### config.mk
export PLATFORM = sky130hd
export DESIGN_NAME = uart_cmd_top
export DESIGN_NICKNAME = d
export VERILOG_FILES = /design/src/uart_cmd_pkg.sv /design/src/uart_frame_tx.sv /design/src/uart_frame_rx.sv /design/src/uart_cmd_engine.sv /design/src/uart_cmd_top.sv
export SDC_FILE = /design/constraint.sdc
export NUM_CORES = 1
export LEC_CHECK = 0
export BUFFER_PORTS_ARGS = -buffer_cell sky130_fd_sc_hd__buf_2
export CORE_ASPECT_RATIO = 1.75
export CORE_MARGIN = 2
export CORE_UTILIZATION = 45
export DETAILED_ROUTE_END_ITERATION = 8
export PLACE_DENSITY = 0.63
export REMOVE_ABC_BUFFERS = 1
export SLEW_MARGIN = 30
export SYNTH_ARGS = -nofsm -noshare
export SYNTH_HDL_FRONTEND = slang
export SYNTH_HIERARCHICAL = 1
export SYNTH_SLANG_ARGS = --single-unit
export TNS_END_PERCENT = 30
### constraint.sdc
create_clock -name clk -period 5.6 [get_ports clk]
set_input_delay 0.56 -clock clk [delete_from_list [all_inputs] [get_ports clk]]
set_output_delay 0.56 -clock clk [all_outputs]
set_load 0.01 [all_outputs]
### src/uart_cmd_pkg.sv
`default_nettype none

package uart_cmd_pkg;

  // 50 MHz clock, 115200 baud
  localparam int CLKS_PER_BIT = 434;

  // rx sampled half way into each bit
  localparam int SAMPLE_POINT = CLKS_PER_BIT / 2;

  // 20 frames of 11 bits before a missing reply is given up
  localparam int REPLY_TIMEOUT_CLKS = 20 * 11 * CLKS_PER_BIT;

  // write flag, 7-bit register address, write data
  typedef logic [15:0] cmd_t;

  typedef logic [7:0] byte_t;

  // counts clocks within one bit
  typedef logic [8:0] baud_cnt_t;

  // start, 8 data, parity, stop
  typedef logic [3:0] bit_idx_t;

  typedef logic [16:0] wait_cnt_t;

  typedef enum logic [1:0] {
    ST_IDLE,
    ST_SEND_HI,
    ST_SEND_LO,
    ST_WAIT_REPLY
  } engine_state_t;

endpackage

`default_nettype wire

### src/uart_frame_tx.sv
`timescale 1ns/100ps
`default_nettype none

module uart_frame_tx (
  input  wire logic                clk,
  input  wire logic                rst_n,
  input  wire logic                tx_start,
  input  wire uart_cmd_pkg::byte_t tx_byte,
  output logic                     tx_done,
  output logic                     tx
);

  import uart_cmd_pkg::*;

  logic [10:0] frame;
  logic        busy;
  baud_cnt_t   baud_cnt;
  bit_idx_t    bit_idx;
  logic        bit_end;
  logic        last_bit;

  assign bit_end  = (baud_cnt == baud_cnt_t'(CLKS_PER_BIT - 1));
  assign last_bit = (bit_idx == 4'd10);

  // last clock of the stop bit
  assign tx_done = busy && bit_end && last_bit;

  always_ff @(posedge clk or negedge rst_n) begin
    if (!rst_n) begin
      busy     <= 1'b0;
      baud_cnt <= '0;
      bit_idx  <= '0;
      tx       <= 1'b1;
    end else if (tx_start) begin
      busy     <= 1'b1;
      baud_cnt <= '0;
      bit_idx  <= '0;
      // start bit goes out right away
      tx       <= 1'b0;
    end else if (busy) begin
      if (bit_end) begin
        baud_cnt <= '0;
        if (last_bit) begin
          busy <= 1'b0;
          tx   <= 1'b1;
        end else begin
          bit_idx <= bit_idx + 4'd1;
          tx      <= frame[9];
        end
      end else begin
        baud_cnt <= baud_cnt + 9'd1;
      end
    end
  end

  // start, data msb first, odd parity, stop
  always_ff @(posedge clk) begin
    if (tx_start) begin
      frame <= {1'b0, tx_byte, ~^tx_byte, 1'b1};
    end else if (busy && bit_end) begin
      frame <= {frame[9:0], 1'b1};
    end
  end

endmodule

`default_nettype wire

### src/uart_frame_rx.sv
`timescale 1ns/100ps
`default_nettype none

module uart_frame_rx (
  input  wire logic                clk,
  input  wire logic                rst_n,
  input  wire logic                rx,
  output logic                     rx_valid,
  output uart_cmd_pkg::byte_t      rx_byte,
  output logic                     rx_good,
  output logic                     rx_busy
);

  import uart_cmd_pkg::*;

  logic      rx_meta;
  logic      rx_sync;
  logic      rx_prev;
  logic      fall_edge;
  logic      start_chk;
  baud_cnt_t baud_cnt;
  bit_idx_t  bit_idx;
  logic      parity_bit;
  logic      sample_start;
  logic      sample_bit;

  // two-flop synchronizer, line idles high
  always_ff @(posedge clk or negedge rst_n) begin
    if (!rst_n) begin
      rx_meta <= 1'b1;
      rx_sync <= 1'b1;
      rx_prev <= 1'b1;
    end else begin
      rx_meta <= rx;
      rx_sync <= rx_meta;
      rx_prev <= rx_sync;
    end
  end

  assign fall_edge    = rx_prev && !rx_sync;
  assign sample_start = start_chk && (baud_cnt == baud_cnt_t'(SAMPLE_POINT));
  // one bit time after the previous mid-bit sample
  assign sample_bit   = rx_busy && (baud_cnt == baud_cnt_t'(CLKS_PER_BIT - 1));

  always_ff @(posedge clk or negedge rst_n) begin
    if (!rst_n) begin
      start_chk <= 1'b0;
      rx_busy   <= 1'b0;
      baud_cnt  <= '0;
      bit_idx   <= '0;
      rx_valid  <= 1'b0;
      rx_good   <= 1'b0;
    end else begin
      rx_valid <= 1'b0;
      if (start_chk) begin
        if (sample_start) begin
          start_chk <= 1'b0;
          baud_cnt  <= '0;
          bit_idx   <= 4'd1;
          // line back high by mid start bit means a glitch
          rx_busy   <= !rx_sync;
        end else begin
          baud_cnt <= baud_cnt + 9'd1;
        end
      end else if (rx_busy) begin
        if (sample_bit) begin
          baud_cnt <= '0;
          bit_idx  <= bit_idx + 4'd1;
          if (bit_idx == 4'd10) begin
            rx_busy  <= 1'b0;
            rx_valid <= 1'b1;
            // odd parity over data and parity, stop must be high
            rx_good  <= (^{rx_byte, parity_bit}) && rx_sync;
          end
        end else begin
          baud_cnt <= baud_cnt + 9'd1;
        end
      end else if (fall_edge) begin
        start_chk <= 1'b1;
        baud_cnt  <= '0;
      end
    end
  end

  // data shifted in msb first
  always_ff @(posedge clk) begin
    if (sample_bit) begin
      if (bit_idx <= 4'd8) begin
        rx_byte <= {rx_byte[6:0], rx_sync};
      end else if (bit_idx == 4'd9) begin
        parity_bit <= rx_sync;
      end
    end
  end

endmodule

`default_nettype wire

### src/uart_cmd_engine.sv
`timescale 1ns/100ps
`default_nettype none

module uart_cmd_engine (
  input  wire logic                clk,
  input  wire logic                rst_n,
  input  wire uart_cmd_pkg::cmd_t  cmd_in,
  input  wire logic                cmd_vld,
  output logic                     cmd_rdy,
  output logic                     tx_start,
  output uart_cmd_pkg::byte_t      tx_byte,
  input  wire logic                tx_done,
  input  wire logic                rx_valid,
  input  wire uart_cmd_pkg::byte_t rx_byte,
  input  wire logic                rx_good,
  input  wire logic                rx_busy,
  output uart_cmd_pkg::byte_t      read_data,
  output logic                     read_rdy,
  output logic                     read_err
);

  import uart_cmd_pkg::*;

  engine_state_t state;
  cmd_t          cmd_reg;
  wait_cnt_t     wait_cnt;
  logic          accept;
  logic          is_write;
  logic          timeout;

  assign accept   = cmd_vld && cmd_rdy;
  assign is_write = cmd_reg[15];
  assign timeout  = (wait_cnt == wait_cnt_t'(REPLY_TIMEOUT_CLKS - 1));

  // flag and address byte first, data byte only on writes
  assign tx_byte = (state == ST_SEND_LO) ? cmd_reg[7:0] : cmd_reg[15:8];

  always_ff @(posedge clk) begin
    if (accept) begin
      cmd_reg <= cmd_in;
    end
  end

  always_ff @(posedge clk or negedge rst_n) begin
    if (!rst_n) begin
      state     <= ST_IDLE;
      cmd_rdy   <= 1'b1;
      tx_start  <= 1'b0;
      wait_cnt  <= '0;
      read_data <= '0;
      read_rdy  <= 1'b0;
      read_err  <= 1'b0;
    end else begin
      tx_start <= 1'b0;
      read_rdy <= 1'b0;
      read_err <= 1'b0;
      case (state)
        ST_IDLE: begin
          if (accept) begin
            state    <= ST_SEND_HI;
            cmd_rdy  <= 1'b0;
            tx_start <= 1'b1;
          end
        end
        ST_SEND_HI: begin
          if (tx_done) begin
            if (is_write) begin
              state    <= ST_SEND_LO;
              tx_start <= 1'b1;
            end else begin
              state    <= ST_WAIT_REPLY;
              wait_cnt <= '0;
            end
          end
        end
        ST_SEND_LO: begin
          if (tx_done) begin
            state   <= ST_IDLE;
            cmd_rdy <= 1'b1;
          end
        end
        ST_WAIT_REPLY: begin
          if (rx_valid) begin
            if (rx_good) begin
              read_data <= rx_byte;
              read_rdy  <= 1'b1;
            end else begin
              read_err <= 1'b1;
            end
            state   <= ST_IDLE;
            cmd_rdy <= 1'b1;
          end else if (!rx_busy) begin
            // timer holds while a reply frame is coming in
            if (timeout) begin
              read_err <= 1'b1;
              state    <= ST_IDLE;
              cmd_rdy  <= 1'b1;
            end else begin
              wait_cnt <= wait_cnt + 17'd1;
            end
          end
        end
        default: begin
          state   <= ST_IDLE;
          cmd_rdy <= 1'b1;
        end
      endcase
    end
  end

endmodule

`default_nettype wire

### src/uart_cmd_top.sv
`timescale 1ns/100ps
`default_nettype none

module uart_cmd_top (
  input  wire logic                clk,
  input  wire logic                rst_n,
  input  wire uart_cmd_pkg::cmd_t  cmd_in,
  input  wire logic                cmd_vld,
  input  wire logic                rx,
  output logic                     cmd_rdy,
  output logic                     tx,
  output uart_cmd_pkg::byte_t      read_data,
  output logic                     read_rdy,
  output logic                     read_err
);

  import uart_cmd_pkg::*;

  logic  tx_start;
  byte_t tx_byte;
  logic  tx_done;
  logic  rx_valid;
  byte_t rx_byte;
  logic  rx_good;
  logic  rx_busy;

  uart_cmd_engine i_uart_cmd_engine (
    .clk       (clk),
    .rst_n     (rst_n),
    .cmd_in    (cmd_in),
    .cmd_vld   (cmd_vld),
    .cmd_rdy   (cmd_rdy),
    .tx_start  (tx_start),
    .tx_byte   (tx_byte),
    .tx_done   (tx_done),
    .rx_valid  (rx_valid),
    .rx_byte   (rx_byte),
    .rx_good   (rx_good),
    .rx_busy   (rx_busy),
    .read_data (read_data),
    .read_rdy  (read_rdy),
    .read_err  (read_err)
  );

  uart_frame_tx i_uart_frame_tx (
    .clk      (clk),
    .rst_n    (rst_n),
    .tx_start (tx_start),
    .tx_byte  (tx_byte),
    .tx_done  (tx_done),
    .tx       (tx)
  );

  // receiver runs all the time, engine filters its results
  uart_frame_rx i_uart_frame_rx (
    .clk      (clk),
    .rst_n    (rst_n),
    .rx       (rx),
    .rx_valid (rx_valid),
    .rx_byte  (rx_byte),
    .rx_good  (rx_good),
    .rx_busy  (rx_busy)
  );

endmodule

`default_nettype wire

==> metrics.json <==
{
  "mostFrequentLayoutCell": "dfrtp_1",
  "synth-async-reset-ratio_pct": 66.00,
  "worst_ep_required_time_ns": 5.83,
  "critical_path.max_fanout": 8,
  "critPathArrivalTime_ns": 2.77,
  "crit-reg2reg-launch": "i_uart_frame_tx/baud_cnt[1]",
  "largest_register_ff_count": 17,
  "timing.hold.worst_endpoint": "i_uart_frame_rx/rx_meta",
  "floorplan.initialDensity_pct": 45.55,
  "seq_area_frac_synth_pct": 53.58,
  "cts_max_level": 3,
  "crit_path_max_incr_delay_ns": 0.41,
  "hold_path.startpoint": "rx",
  "rsz0062_at_grt": "no",
  "cts-hold-fix-buffers": 0,
  "fin_crit_sh_pct": 45.38,
  "max-vdd-ir-drop_mv": 0.1876,
  "design.die.area_sq_um": 12000,
  "post_cts.repair.setup_buffers": 0,
  "final_hold_viol_count": 0,
  "final.fill_count": 999,
  "fin_setup_tns_ns": 0,
  "ys_types": 65,
  "worst_skew_pair.late_latency_ns": 0.34,
  "antenna_cells_inserted": 0,
  "worst_r2r_endpoint": "i_uart_cmd_engine/wait_cnt[2]",
  "clock_tree.root_cell": "clkbuf_16",
  "net_count_of_the_finished_layout": 490,
  "clkTransAtPathRegs_ns": 0.07,
  "ys_ff_latch": 100,
  "cp_cell_sequence": "inv_1 -> ha_1 -> and4b_1 -> and3_4 -> and2_1 -> nor3b_1 -> o21ai_1 -> o21bai_4 -> a221o_1",
  "via_count": 3368,
  "layout-drive-gt1-share_pct": 21.12,
  "placed_cell_count": 580,
  "slew_headroom_pct": 43.47,
  "max_cap_violations": 0,
  "placement.io_buffers": 31,
  "slowest_stage": "dfrtp_1",
  "timing.final.max_slew_violations": 0,
  "detail_route.vias_per_cell": 5.651,
  "post-route-cell-area_sq_um": 5547,
  "dieWidth_microns": 83.68,
  "type_of_element_capturing_the_critical_path": "register",
  "cts_resized": 0,
  "syn_area_per_cell_sq_um": 11.57,
  "ys.flop_type": "dfrtp_1",
  "grt_antenna_before_repair": 0,
  "placeableCoreArea_sq_um": 10980,
  "finalSetupViolCount": 0,
  "synth_enable_flop_cells": 34,
  "die_h_microns": 143.4,
  "fp-row-count": 51,
  "yosys_warnings": 6,
  "leakagePower_nw": 2.223,
  "post_drt_wl_per_cell_microns": 15.89,
  "layout.cells.most_common_list": "dfrtp_1 (61), nand2_1 (37), edfxtp_1 (34)",
  "remaining_drc_errors": 0,
  "gpl_wtd_cong": 0.8496,
  "cts-buffers-inserted": 9,
  "min_delay_path_depth": 1,
  "routed_antenna_nets": 0,
  "final-instance-count-excl-fill": 596,
  "synthToLayoutAreaGrowth_pct": 10.94,
  "maxClockFrequency_ghz": 0.3935,
  "power_density_nw_per_um2": 277.1,
  "fin_worst_skew_ns": 0.005807,
  "first_pass_grt_wire_length_microns": 15860,
  "layout.core_utilization_pct": 50.54,
  "cts_tree": "built",
  "cts_buffer_depth": 2,
  "pin_count_of_the_biggest_net_entering_global_routing": 67,
  "grt_util_all_layers_pct": 16.25,
  "tightestPinTransition_ns": 0.8479,
  "cts_num_sinks": 100,
  "final_hpwl_from_detailed_placement_microns": 6628,
  "total_congestion_overflow_after_global_routing": 0,
  "synth.cell_area_sq_um": 5000,
  "start_kind": "register",
  "reg2reg_slack_ns": 3.06,
  "syn-instance-count": 432,
  "min_period_ns": 2.541,
  "run_status": "finished clean",
  "grt_pass1_vias": 3280,
  "postPlaceCellArea_sq_um": 5226,
  "postRouteWirelength_microns": 9471,
  "crit_type": "register to register",
  "1st_pass_router_iterations": 4,
  "top_level_ports": 32,
  "holdCritPathClass": "primary input to register",
  "reg2regPathDepth": 9,
  "drtIter0Drc": 184
}
report_power, final:
| group | internal (W) | leakage (nW) | total [W] | switching [W] |
|---|---|---|---|---|
| Sequential | 0.000773 | 1.17 | 0.000802 | 0.0000284 |
| Clock | 0.000379 | 0.153 | 0.000650 | 0.000271 |
| Combinational | 0.0000326 | 0.901 | 0.0000849 | 0.0000522 |
| Total | 0.00119 | 2.22 | 0.00154 | 0.000352 |
metal layers:
layer	track usage (%)	routed length (microns)	share of wire, %	vias to the layer above
met1	19.18	3970	42	1655
met4	7.470	214	2.3	0
li1	-	-	-	1646
met2	28.25	5065	53	49
met3	3.446	222	2.3	18
met5	0	0	0	-
cell families (layout without fill, tap and decap cells):
group | count (synthesis) | in the layout | synth area share [%]
XOR/XNOR | 24 | 24 | 4.479
adder cells (fa/ha/maj) | 11 | 11 | 2.753
AND/OR/NAND/NOR | 142 | 142 | 16.94
AO/OA/AOI/OAI | 93 | 93 | 12.31
multiplexers | 30 | 30 | 6.607
buffers and inverters | 32 | 64 | 3.328
flip-flops | 100 | 100 | 53.58
area by class of cell:
type,count,area (sq um),share of cell area (%)
Clock buffer,11,254.0,4.579
Clock inverter,5,66.31,1.196
Inverter,16,60.06,1.083
Multi-Input combinational cell,300,2160,38.94
Sequential cell,100,2679,48.30
Tap cell,132,165.2,2.978
Timing Repair Buffer,32,162.7,2.933
through the flow:
step | power, W | worst slack, ns | hold WS (ns)
4_1_cts | 0.001558 | 3.066 | 0.2932
2_1_floorplan | 0.0008630 | 3.309 | 0.2644
3_3_place_gp | 0.0008989 | 3.170 | 0.3466
6_report | 0.001537 | 3.059 | 0.3086
3_5_place_dp | 0.0009027 | 3.066 | 0.3542
5_1_grt | 0.001600 | 2.872 | 0.2950
synth_stat cells (4+ instances only):
library cell	number	area share (%)
dfrtp_1	61	31
nand2_1	37	2.8
edfxtp_1	34	20
mux2_2	24	5.4
o21ai_0	22	2.2
a31oi_1	18	2.3
a21oi_1	17	1.7
inv_1	16	1.2
nand4_1	13	1.6
nor2_1	13	0.98
nor3_1	13	1.3
xnor2_1	13	2.3
ha_1	11	2.8
xor2_1	10	1.8
nand2b_1	8	1.0
nand3_1	8	0.80
and3_1	6	0.75
mux2i_1	6	1.2
buf_2	5	0.50
dfstp_2	5	2.6
and4_1	4	0.70
and4bb_2	4	1.0
buf_6	4	0.90
nor4_1	4	0.50
o211ai_1	4	0.60
o22a_1	4	0.70
o31ai_1	4	0.60
or3_1	4	0.50
worst max path at each step:
| stage | startpoint | endpoint | slack (ns) | depth (start not counted) |
|---|---|---|---|---|
| 6_report | i_uart_frame_tx/baud_cnt[1] | i_uart_cmd_engine/wait_cnt[2] | 3.06 | 9 |
| 5_1_grt | i_uart_frame_tx/baud_cnt[0] | i_uart_cmd_engine/wait_cnt[2] | 2.87 | 8 |
| 4_1_cts | i_uart_frame_tx/baud_cnt[1] | i_uart_cmd_engine/wait_cnt[2] | 3.07 | 9 |
| 3_5_place_dp | i_uart_frame_tx/baud_cnt[1] | i_uart_cmd_engine/wait_cnt[2] | 3.07 | 9 |
| 3_3_place_gp | i_uart_frame_tx/baud_cnt[1] | i_uart_cmd_engine/wait_cnt[2] | 3.17 | 9 |
| 2_1_floorplan | i_uart_frame_tx/baud_cnt[1] | i_uart_cmd_engine/wait_cnt[2] | 3.31 | 9 |
critical path: cells and delay by family (launching register included):
family,cells,cell delay (ns)
simple gates,4,1.03
fa+ha+maj,1,0.14
flops,1,0.41
compound gates,3,0.77
buf+inv,1,0.09
No activity file was read; power rests on OpenSTA's default activity.
